--- src/udp_rx_consts.svh ---
// Sizing for the receive dispatch stage
// UDP_RX_SEL_W must stay equal to clog2(UDP_RX_OUTPUTS)
`ifndef UDP_RX_CONSTS_SVH
`define UDP_RX_CONSTS_SVH

// Output streams, one port-table entry each
`define UDP_RX_OUTPUTS 4

// Output index width
`define UDP_RX_SEL_W 2

// Payload is byte wide, no tkeep
`define UDP_RX_DATA_W 8

`define UDP_RX_PORT_W 16

// Statistics counters saturate at all ones
`define UDP_RX_CNT_W 16

`endif

--- src/udp_rx_pkg.sv ---
// Types shared by the classifier, demux and top level of the receive stage

`default_nettype none

package udp_rx_pkg;

    // Frame state of the demux
    typedef enum logic [1:0] {
        ST_IDLE    = 2'd0,  // Waiting for a header
        ST_FORWARD = 2'd1,  // Payload steered to the selected output
        ST_DISCARD = 2'd2   // Payload consumed and thrown away
    } demux_state_t;

    // Port lookup verdict, a miss means drop
    typedef enum logic {
        CLASS_HIT  = 1'b0,
        CLASS_MISS = 1'b1
    } class_result_t;

endpackage

`default_nettype wire

--- src/udp_port_classifier.sv ---
// Entries come out of reset disabled; the lowest enabled matching entry wins
// Lookup is combinational on dest_port, so the result is only valid alongside it
`include "udp_rx_consts.svh"

`default_nettype none

module udp_port_classifier (
    input var logic                         clk,
    input var logic                         rst_n,

    input var logic                         cfg_wr,
    input var logic [`UDP_RX_SEL_W-1:0]     cfg_index,
    input var logic [`UDP_RX_PORT_W-1:0]    cfg_port,
    input var logic                         cfg_en,

    input var logic [`UDP_RX_PORT_W-1:0]    dest_port,
    output udp_rx_pkg::class_result_t       result,
    output var logic [`UDP_RX_SEL_W-1:0]    select
);
    import udp_rx_pkg::*;

    localparam int OUTPUTS = `UDP_RX_OUTPUTS;
    localparam int SEL_W   = `UDP_RX_SEL_W;

    logic [`UDP_RX_PORT_W-1:0] port_tab [OUTPUTS];
    logic [OUTPUTS-1:0]        port_en;

    always_ff @(posedge clk) begin
        if (!rst_n) begin
            port_en <= '0;
        end else if (cfg_wr) begin
            port_en[cfg_index] <= cfg_en;
        end
    end

    // Port numbers only matter once the entry is enabled
    always_ff @(posedge clk) begin
        if (cfg_wr) begin
            port_tab[cfg_index] <= cfg_port;
        end
    end

    // Scan from the top so the lowest matching index is the last one written
    always_comb begin
        result = CLASS_MISS;
        select = '0;
        for (int i = OUTPUTS - 1; i >= 0; i--) begin
            if (port_en[i] && (port_tab[i] == dest_port)) begin
                result = CLASS_HIT;
                select = SEL_W'(i);
            end
        end
    end

    // A hit points at an enabled entry that really holds this port
    a_hit_enabled: assert property (
        @(posedge clk) disable iff (!rst_n)
        (result == CLASS_HIT) |-> (port_en[select] && (port_tab[select] == dest_port))
    ) else $error("Classifier hit on disabled or mismatching entry %0d", select);

endmodule

`default_nettype wire

--- src/udp_rx_demux.sv ---
// One header accepted per frame; a new one waits for ST_IDLE and the last output header taken
// Payload passes with zero latency in ST_FORWARD and is swallowed in ST_DISCARD
`include "udp_rx_consts.svh"

`default_nettype none

module udp_rx_demux (
    input var logic                         clk,
    input var logic                         rst_n,
    input var logic                         rx_enable,

    input var udp_rx_pkg::class_result_t    cls_result,
    input var logic [`UDP_RX_SEL_W-1:0]     cls_select,

    input var logic                         in_hdr_valid,
    output var logic                        in_hdr_ready,
    input var logic [31:0]                  in_src_ip,
    input var logic [15:0]                  in_src_port,
    input var logic [15:0]                  in_dest_port,
    input var logic [15:0]                  in_udp_length,

    input var logic [`UDP_RX_DATA_W-1:0]    in_tdata,
    input var logic                         in_tvalid,
    output var logic                        in_tready,
    input var logic                         in_tlast,

    output var logic [`UDP_RX_OUTPUTS-1:0]  out_hdr_valid,
    input var logic [`UDP_RX_OUTPUTS-1:0]   out_hdr_ready,
    output var logic [31:0]                 out_src_ip,
    output var logic [15:0]                 out_src_port,
    output var logic [15:0]                 out_dest_port,
    output var logic [15:0]                 out_udp_length,

    output var logic [`UDP_RX_DATA_W-1:0]   out_tdata,
    output var logic [`UDP_RX_OUTPUTS-1:0]  out_tvalid,
    input var logic [`UDP_RX_OUTPUTS-1:0]   out_tready,
    output var logic                        out_tlast,

    output var logic                        frame_done,
    output var logic [`UDP_RX_SEL_W-1:0]    frame_out,
    output var logic                        frame_dropped
);
    import udp_rx_pkg::*;

    localparam int OUTPUTS = `UDP_RX_OUTPUTS;
    localparam int SEL_W   = `UDP_RX_SEL_W;

    demux_state_t     state;
    logic [SEL_W-1:0] sel_q;
    logic             drop_q;
    logic             hdr_pend;     // Output header waiting for its ready

    logic hdr_xfer;
    logic out_hdr_xfer;
    logic last_xfer;

    assign in_hdr_ready = (state == ST_IDLE) && !hdr_pend && rx_enable;
    assign hdr_xfer     = in_hdr_valid && in_hdr_ready;
    assign out_hdr_xfer = hdr_pend && out_hdr_ready[sel_q];
    assign last_xfer    = in_tvalid && in_tready && in_tlast;

    always_ff @(posedge clk) begin
        if (!rst_n) begin
            state    <= ST_IDLE;
            hdr_pend <= 1'b0;
        end else begin
            case (state)
                ST_IDLE: begin
                    if (hdr_xfer) begin
                        state <= (cls_result == CLASS_HIT) ? ST_FORWARD : ST_DISCARD;
                    end
                end
                ST_FORWARD, ST_DISCARD: begin
                    if (last_xfer) state <= ST_IDLE;
                end
                default: state <= ST_IDLE;
            endcase

            // Accept is blocked while pending, so set and clear never coincide
            if (hdr_xfer && (cls_result == CLASS_HIT)) begin
                hdr_pend <= 1'b1;
            end else if (out_hdr_xfer) begin
                hdr_pend <= 1'b0;
            end
        end
    end

    // Frame fields held for the whole frame
    always_ff @(posedge clk) begin
        if (hdr_xfer) begin
            sel_q          <= cls_select;
            drop_q         <= (cls_result == CLASS_MISS);
            out_src_ip     <= in_src_ip;
            out_src_port   <= in_src_port;
            out_dest_port  <= in_dest_port;
            out_udp_length <= in_udp_length;
        end
    end

    always_comb begin
        for (int i = 0; i < OUTPUTS; i++) begin
            out_hdr_valid[i] = hdr_pend && (sel_q == SEL_W'(i));
            out_tvalid[i]    = (state == ST_FORWARD) && (sel_q == SEL_W'(i)) && in_tvalid;
        end
    end

    always_comb begin
        case (state)
            ST_FORWARD: in_tready = out_tready[sel_q];
            ST_DISCARD: in_tready = 1'b1;
            default:    in_tready = 1'b0;
        endcase
    end

    assign out_tdata = in_tdata;
    assign out_tlast = in_tlast;

    assign frame_done    = last_xfer;
    assign frame_out     = sel_q;
    assign frame_dropped = drop_q;

    a_hdr_onehot: assert property (
        @(posedge clk) disable iff (!rst_n) $onehot0(out_hdr_valid)
    ) else $error("More than one output header valid: %b", out_hdr_valid);

    a_tvalid_onehot: assert property (
        @(posedge clk) disable iff (!rst_n) $onehot0(out_tvalid)
    ) else $error("More than one output tvalid: %b", out_tvalid);

    for (genvar i = 0; i < OUTPUTS; i++) begin : g_hold
        // Header stays up with stable fields until the sink takes it
        a_hdr_hold: assert property (
            @(posedge clk) disable iff (!rst_n)
            (out_hdr_valid[i] && !out_hdr_ready[i]) |=>
                (out_hdr_valid[i] && $stable(out_src_ip) && $stable(out_src_port) &&
                 $stable(out_dest_port) && $stable(out_udp_length))
        ) else $error("Output %0d header dropped or changed before ready", i);
    end

endmodule

`default_nettype wire

--- src/udp_rx_counters.sv ---
// Counters saturate rather than wrap
// stat_index 0..OUTPUTS-1 reads delivered frames, OUTPUTS reads drops, others read zero
`include "udp_rx_consts.svh"

`default_nettype none

module udp_rx_counters (
    input var logic                         clk,
    input var logic                         rst_n,

    input var logic                         frame_done,
    input var logic [`UDP_RX_SEL_W-1:0]     frame_out,
    input var logic                         frame_dropped,

    input var logic [`UDP_RX_SEL_W:0]       stat_index,
    output var logic [`UDP_RX_CNT_W-1:0]    stat_count
);
    localparam int OUTPUTS = `UDP_RX_OUTPUTS;
    localparam int SEL_W   = `UDP_RX_SEL_W;
    localparam int CNT_W   = `UDP_RX_CNT_W;

    logic [CNT_W-1:0] deliv_cnt [OUTPUTS];
    logic [CNT_W-1:0] drop_cnt;

    always_ff @(posedge clk) begin
        if (!rst_n) begin
            for (int i = 0; i < OUTPUTS; i++) begin
                deliv_cnt[i] <= '0;
            end
            drop_cnt <= '0;
        end else if (frame_done) begin
            if (frame_dropped) begin
                if (drop_cnt != '1) drop_cnt <= drop_cnt + 1'b1;
            end else if (deliv_cnt[frame_out] != '1) begin
                deliv_cnt[frame_out] <= deliv_cnt[frame_out] + 1'b1;
            end
        end
    end

    always_comb begin
        stat_count = '0;
        if (int'(stat_index) < OUTPUTS) begin
            stat_count = deliv_cnt[stat_index[SEL_W-1:0]];
        end else if (int'(stat_index) == OUTPUTS) begin
            stat_count = drop_cnt;
        end
    end

endmodule

`default_nettype wire

--- src/udp_rx_dispatch_top.sv ---
// Receive dispatch stage: port lookup, frame steering and statistics
// Ports are configured after reset; until then every frame is dropped
`include "udp_rx_consts.svh"

`default_nettype none

module udp_rx_dispatch_top (
    input var logic                         clk,
    input var logic                         rst_n,
    input var logic                         rx_enable,

    input var logic                         cfg_wr,
    input var logic [`UDP_RX_SEL_W-1:0]     cfg_index,
    input var logic [`UDP_RX_PORT_W-1:0]    cfg_port,
    input var logic                         cfg_en,

    input var logic                         in_hdr_valid,
    output var logic                        in_hdr_ready,
    input var logic [31:0]                  in_src_ip,
    input var logic [15:0]                  in_src_port,
    input var logic [15:0]                  in_dest_port,
    input var logic [15:0]                  in_udp_length,

    input var logic [`UDP_RX_DATA_W-1:0]    in_tdata,
    input var logic                         in_tvalid,
    output var logic                        in_tready,
    input var logic                         in_tlast,

    output var logic [`UDP_RX_OUTPUTS-1:0]  out_hdr_valid,
    input var logic [`UDP_RX_OUTPUTS-1:0]   out_hdr_ready,
    output var logic [31:0]                 out_src_ip,
    output var logic [15:0]                 out_src_port,
    output var logic [15:0]                 out_dest_port,
    output var logic [15:0]                 out_udp_length,

    output var logic [`UDP_RX_DATA_W-1:0]   out_tdata,
    output var logic [`UDP_RX_OUTPUTS-1:0]  out_tvalid,
    input var logic [`UDP_RX_OUTPUTS-1:0]   out_tready,
    output var logic                        out_tlast,

    input var logic [`UDP_RX_SEL_W:0]       stat_index,
    output var logic [`UDP_RX_CNT_W-1:0]    stat_count
);
    import udp_rx_pkg::*;

    class_result_t              cls_result;
    logic [`UDP_RX_SEL_W-1:0]   cls_select;

    logic                       frame_done;
    logic [`UDP_RX_SEL_W-1:0]   frame_out;
    logic                       frame_dropped;

    // Looks at the header still sitting on the input
    udp_port_classifier u_classifier (
        .clk       (clk),
        .rst_n     (rst_n),
        .cfg_wr    (cfg_wr),
        .cfg_index (cfg_index),
        .cfg_port  (cfg_port),
        .cfg_en    (cfg_en),
        .dest_port (in_dest_port),
        .result    (cls_result),
        .select    (cls_select)
    );

    udp_rx_demux u_demux (
        .clk            (clk),
        .rst_n          (rst_n),
        .rx_enable      (rx_enable),
        .cls_result     (cls_result),
        .cls_select     (cls_select),
        .in_hdr_valid   (in_hdr_valid),
        .in_hdr_ready   (in_hdr_ready),
        .in_src_ip      (in_src_ip),
        .in_src_port    (in_src_port),
        .in_dest_port   (in_dest_port),
        .in_udp_length  (in_udp_length),
        .in_tdata       (in_tdata),
        .in_tvalid      (in_tvalid),
        .in_tready      (in_tready),
        .in_tlast       (in_tlast),
        .out_hdr_valid  (out_hdr_valid),
        .out_hdr_ready  (out_hdr_ready),
        .out_src_ip     (out_src_ip),
        .out_src_port   (out_src_port),
        .out_dest_port  (out_dest_port),
        .out_udp_length (out_udp_length),
        .out_tdata      (out_tdata),
        .out_tvalid     (out_tvalid),
        .out_tready     (out_tready),
        .out_tlast      (out_tlast),
        .frame_done     (frame_done),
        .frame_out      (frame_out),
        .frame_dropped  (frame_dropped)
    );

    udp_rx_counters u_counters (
        .clk           (clk),
        .rst_n         (rst_n),
        .frame_done    (frame_done),
        .frame_out     (frame_out),
        .frame_dropped (frame_dropped),
        .stat_index    (stat_index),
        .stat_count    (stat_count)
    );

endmodule

`default_nettype wire

--- config.mk ---
export PLATFORM = sky130hd
export DESIGN_NAME = udp_rx_dispatch_top
export DESIGN_NICKNAME = d
export VERILOG_FILES = /design/src/udp_rx_pkg.sv /design/src/udp_port_classifier.sv /design/src/udp_rx_demux.sv /design/src/udp_rx_counters.sv /design/src/udp_rx_dispatch_top.sv
export VERILOG_INCLUDE_DIRS = /design/src /design/src/src
export SDC_FILE = /design/constraint.sdc
export NUM_CORES = 1
export LEC_CHECK = 0
export BUFFER_PORTS_ARGS = -buffer_cell sky130_fd_sc_hd__buf_4
export CAP_MARGIN = 20
export CORE_MARGIN = 5
export CORE_UTILIZATION = 56
export CTS_BUF_LIST = sky130_fd_sc_hd__clkbuf_4 sky130_fd_sc_hd__clkbuf_8
export CTS_CLUSTER_SIZE = 12
export DETAILED_ROUTE_END_ITERATION = 10
export HOLD_SLACK_MARGIN = 0.15
export MAX_ROUTING_LAYER = met4
export PLACE_DENSITY = 0.81
export REMOVE_ABC_BUFFERS = 1
export SYNTH_ARGS = -nofsm -noshare
export SYNTH_HDL_FRONTEND = slang
export SYNTH_SLANG_ARGS = --single-unit
--- constraint.sdc ---
create_clock -name clk -period 5.3 [get_ports clk]
set_clock_uncertainty 0.15 [all_clocks]
set_input_delay 0.265 -clock clk [delete_from_list [all_inputs] [get_ports clk]]
set_output_delay 0.265 -clock clk [all_outputs]
set_load 0.02 [all_outputs]
==> results.sh <==
export IMPL_clk_pin_slew_ps=60
export IMPL_ys_warn_count=0
export IMPL_status="completed"
export IMPL_slowest_delay_ps=770
export IMPL_synth_top_cell_area_share_pct=62.34
export IMPL_syn_to_final_growth_pct=36.55
export IMPL_start_kind="flip-flop"
export IMPL_crit_start="u_demux.frame_out[0]$_SDFFCE_PP0P_"
export IMPL_slew_violations=0
export IMPL_cp_max_fo=17
export IMPL_dpl_worst_slack_ps=1298
export IMPL_cts_sinks=234
export IMPL_coreArea_mm2=0.01790
export IMPL_h_tree_depth=2
export IMPL_finalWirelength_um=32800
export IMPL_worstRegToRegCells=7
export IMPL_grt_max_degree=51
export IMPL_crit_type="flip-flop to flip-flop"
export IMPL_rows=49
export IMPL_relSlewSlack_pct=33.00
export IMPL_die_h_um=144.7
export IMPL_power_density_mw_per_mm2=310.6
export IMPL_worstMarginPinSlew_ps=997.3
export IMPL_cp_slowest_cell="o311ai_4"
export IMPL_synth_distinct_cells=46
export IMPL_netlist_area_mm2=0.01016
export IMPL_path_depth=7
export IMPL_setup_slack_ps=1198
export IMPL_arrival_ps=4210
export IMPL_critPathCaptureType="flip-flop"
export IMPL_holdCritPathClass="input pin to flip-flop"
export IMPL_yosysTopAreaCell="edfxtp_1"
export IMPL_start_util_pct=56.77
export IMPL_dr_total_vias=7694
export IMPL_ctsLongestPathBuffers=3
export IMPL_nFillCells=963
export IMPL_ctsResizeCount=0
export IMPL_clk_latency_ps=550
export IMPL_drt_iter0_markers=930
export IMPL_synthCells=695
export IMPL_post_cts_setup_buffer_count=0
export IMPL_ir_drop_v=0.0002555
export IMPL_synth_ff_type="edfxtp_1"
export IMPL_io_buffers=223
export IMPL_cts_hold_buffers=106
export IMPL_die_area_mm2=0.02094
export IMPL_ys_seq_elements=234
export IMPL_fmax_ghz=0.2438
export IMPL_layout_commonest_cell="buf_4"
export IMPL_layout_drive_gt1_share_pct=32.68
export IMPL_ios=240
export IMPL_cp_cell_sequence="buf_4 -> mux4_2 -> nand2_1 -> or4_4 -> o311ai_4 -> or2_1 -> nor2_1"
export IMPL_cts_inserted_buffers=39
export IMPL_fin_tns_setup_ps=0
export IMPL_grt_ovfl_total=0
export IMPL_reg2reg_slack_ps=1200
export IMPL_hold_viol_final=0
export IMPL_multi_input_area_mm2=0.003073
export IMPL_nNetsFinal=1175
export IMPL_synth_edf_count=211
export IMPL_viasPerCell=5.891
export IMPL_seqCellArea_mm2=0.006797
export IMPL_async_flop_share_pct=0
export IMPL_reg2reg_to="u_counters.deliv_cnt[1][10]$_SDFFCE_PN0P_"
export IMPL_maxCapViolCount=0
export IMPL_dr_pass1_iters=5
export IMPL_endpoint="u_counters.deliv_cnt[1][10]$_SDFFCE_PN0P_"
export IMPL_drt_wirelength_per_cell_um=25.12
export IMPL_drcViolationCount=0
export IMPL_place_hpwl_um=18430
export IMPL_cp_required_ps=5400
export IMPL_fin_crit_ps=4102
export IMPL_fp_dieW_um=144.7
export IMPL_final_cell_mix="233 x buf_4, 211 x edfxtp_1, 106 x dlygate4sd3_1"
export IMPL_avgSynthCellArea_um2=14.62
export IMPL_crit_buf_inv=1
export IMPL_crit_family="simple AND/OR/NAND/NOR gates"
export IMPL_grt_pass1_wl_um=47720
export IMPL_r2r_start="u_demux.frame_out[0]$_SDFFCE_PP0P_"
export IMPL_cts_tree="built"
export IMPL_ys_seq_area_share_pct=66.87
export IMPL_rsz0062_at_grt="false"
export IMPL_root_buffer="clkbuf_8"
export IMPL_finalCritPeriodShare_pct=77.40
export IMPL_antenna_found_initial=3
export IMPL_grt_usage_pct=31.99
export IMPL_synth_area_leaders="edfxtp_1 62%, mux4_2 7.5%, dfxtp_1 4.5%, xnor2_1 3.9%, xor2_1 3.4%"
export IMPL_antenna_left=0
export IMPL_setup_viol=0
export IMPL_gp_congestion=0.8734
export IMPL_grt_pass1_vias=7995
export IMPL_power_leakage_nw=5.206
==> state kept, by name, summed over array words and instances (netlist names), 4 cells and up <==
signal / cells
u_demux.out_udp_length: 16
u_demux.out_src_port: 16
u_classifier.port_tab: 64
u_demux.out_src_ip: 32
u_counters.drop_cnt: 16
u_counters.deliv_cnt: 64
u_classifier.port_en: 4
u_demux.out_dest_port: 16
==> final cells by class <==
class                      instances  area share, %
inverter                          25         0.6762
clock inverter                    18         0.9827
tap                              229          2.065
clock buffer                      52          4.661
antenna                            3        0.05409
timing repair buffer             340          20.45
sequential                       234          48.97
multi-input combinational        405          22.14
==> cell families (layout without fill, tap and decap cells) <==
family / Yosys count / count (layout) / share of synthesized area, %
flip-flops: 234 / 234 / 66.87
AND/OR/NAND/NOR: 230 / 230 / 11.28
XOR/XNOR: 85 / 85 / 7.325
buffers and inverters: 56 / 435 / 3.016
AO/OA/AOI/OAI: 46 / 46 / 2.869
multiplexers: 39 / 39 / 8.027
adder cells (fa/ha/maj): 5 / 5 / 0.6155
other: 0 / 3 / 0
==> power by group <==
part / internal, mW / switching (mW) / total, mW
combinational: 0.232 / 0.255 / 0.486
clock: 0.897 / 0.792 / 1.69
sequential: 2.09 / 0.0420 / 2.13
==> worst min path at each step <==
| stage | cells past startpoint | endpoint | start |
|---|---|---|---|
| finish | 4 | u_demux.state[1]$_SDFFE_PN0P_ | in_tlast |
| global placement | 1 | u_demux.out_src_port[6]$_DFFE_PP_ | in_src_port[6] |
| detailed placement | 1 | u_demux.out_src_port[1]$_DFFE_PP_ | in_src_port[1] |
| global route | 2 | u_demux.frame_dropped$_DFFE_PP_ | in_hdr_valid |
| floorplan | 0 | u_classifier.port_tab[0][0]$_DFFE_PP_ | cfg_port[0] |
| CTS | 4 | u_demux.state[1]$_SDFFE_PN0P_ | in_tvalid |
==> stage by stage <==
stage	util (%)	area, um2	total power, mW	std cells	hold slack (ps)
floorplan	-	9951	2.349	664	213.9
global placement	67.03	12000	2.549	1126	293.1
detailed placement	67.03	12000	2.560	1126	294.4
CTS	77.33	13840	4.227	1302	165.1
global route	77.52	13880	4.428	1306	208.0
finish	77.52	13880	4.311	1306	202.1
==> cell usage after synthesis (2+ instances only) <==
cell      number
o22ai_1        2
buf_6          3
nor4_1        12
mux2i_1        5
nor3b_1        3
dfxtp_1       23
a21boi_0       7
and2_1         9
nor3_1        17
edfxtp_1     211
buf_2          6
nor2_1        70
nor2b_1        7
inv_1         25
or3_1          6
nand3_1       14
a21oi_1        4
and3_1         7
nand3b_1       2
xnor2_1       45
nor2_2        10
nand2_1       44
buf_4          9
mux4_2        34
clkbuf_1       8
nand2b_1       8
buf_12         2
xor2_1        40
o21ai_0       26
ha_1           5
nand4_1       12
or2_2          3
buf_1          3
==> worst register-to-register path: stages (launching register included) <==
cell	delay (ps)
edfxtp_1	740
buf_4	400
mux4_2	320
nand2_1	110
or4_4	570
o311ai_4	770
or2_1	610
nor2_1	170
==> layer usage <==
layer | part of all wire, % | wire, um | track usage (%) | vias up
met5 | 0 | 0 | - | -
met4 | 5.4 | 1768 | 15.66 | 0
met3 | 9.6 | 3151 | 6.014 | 139
met2 | 53 | 17350 | 56.52 | 607
met1 | 32 | 10530 | 34.64 | 3685
li1 | - | - | - | 3263
Power figures use the tool's default switching activity.
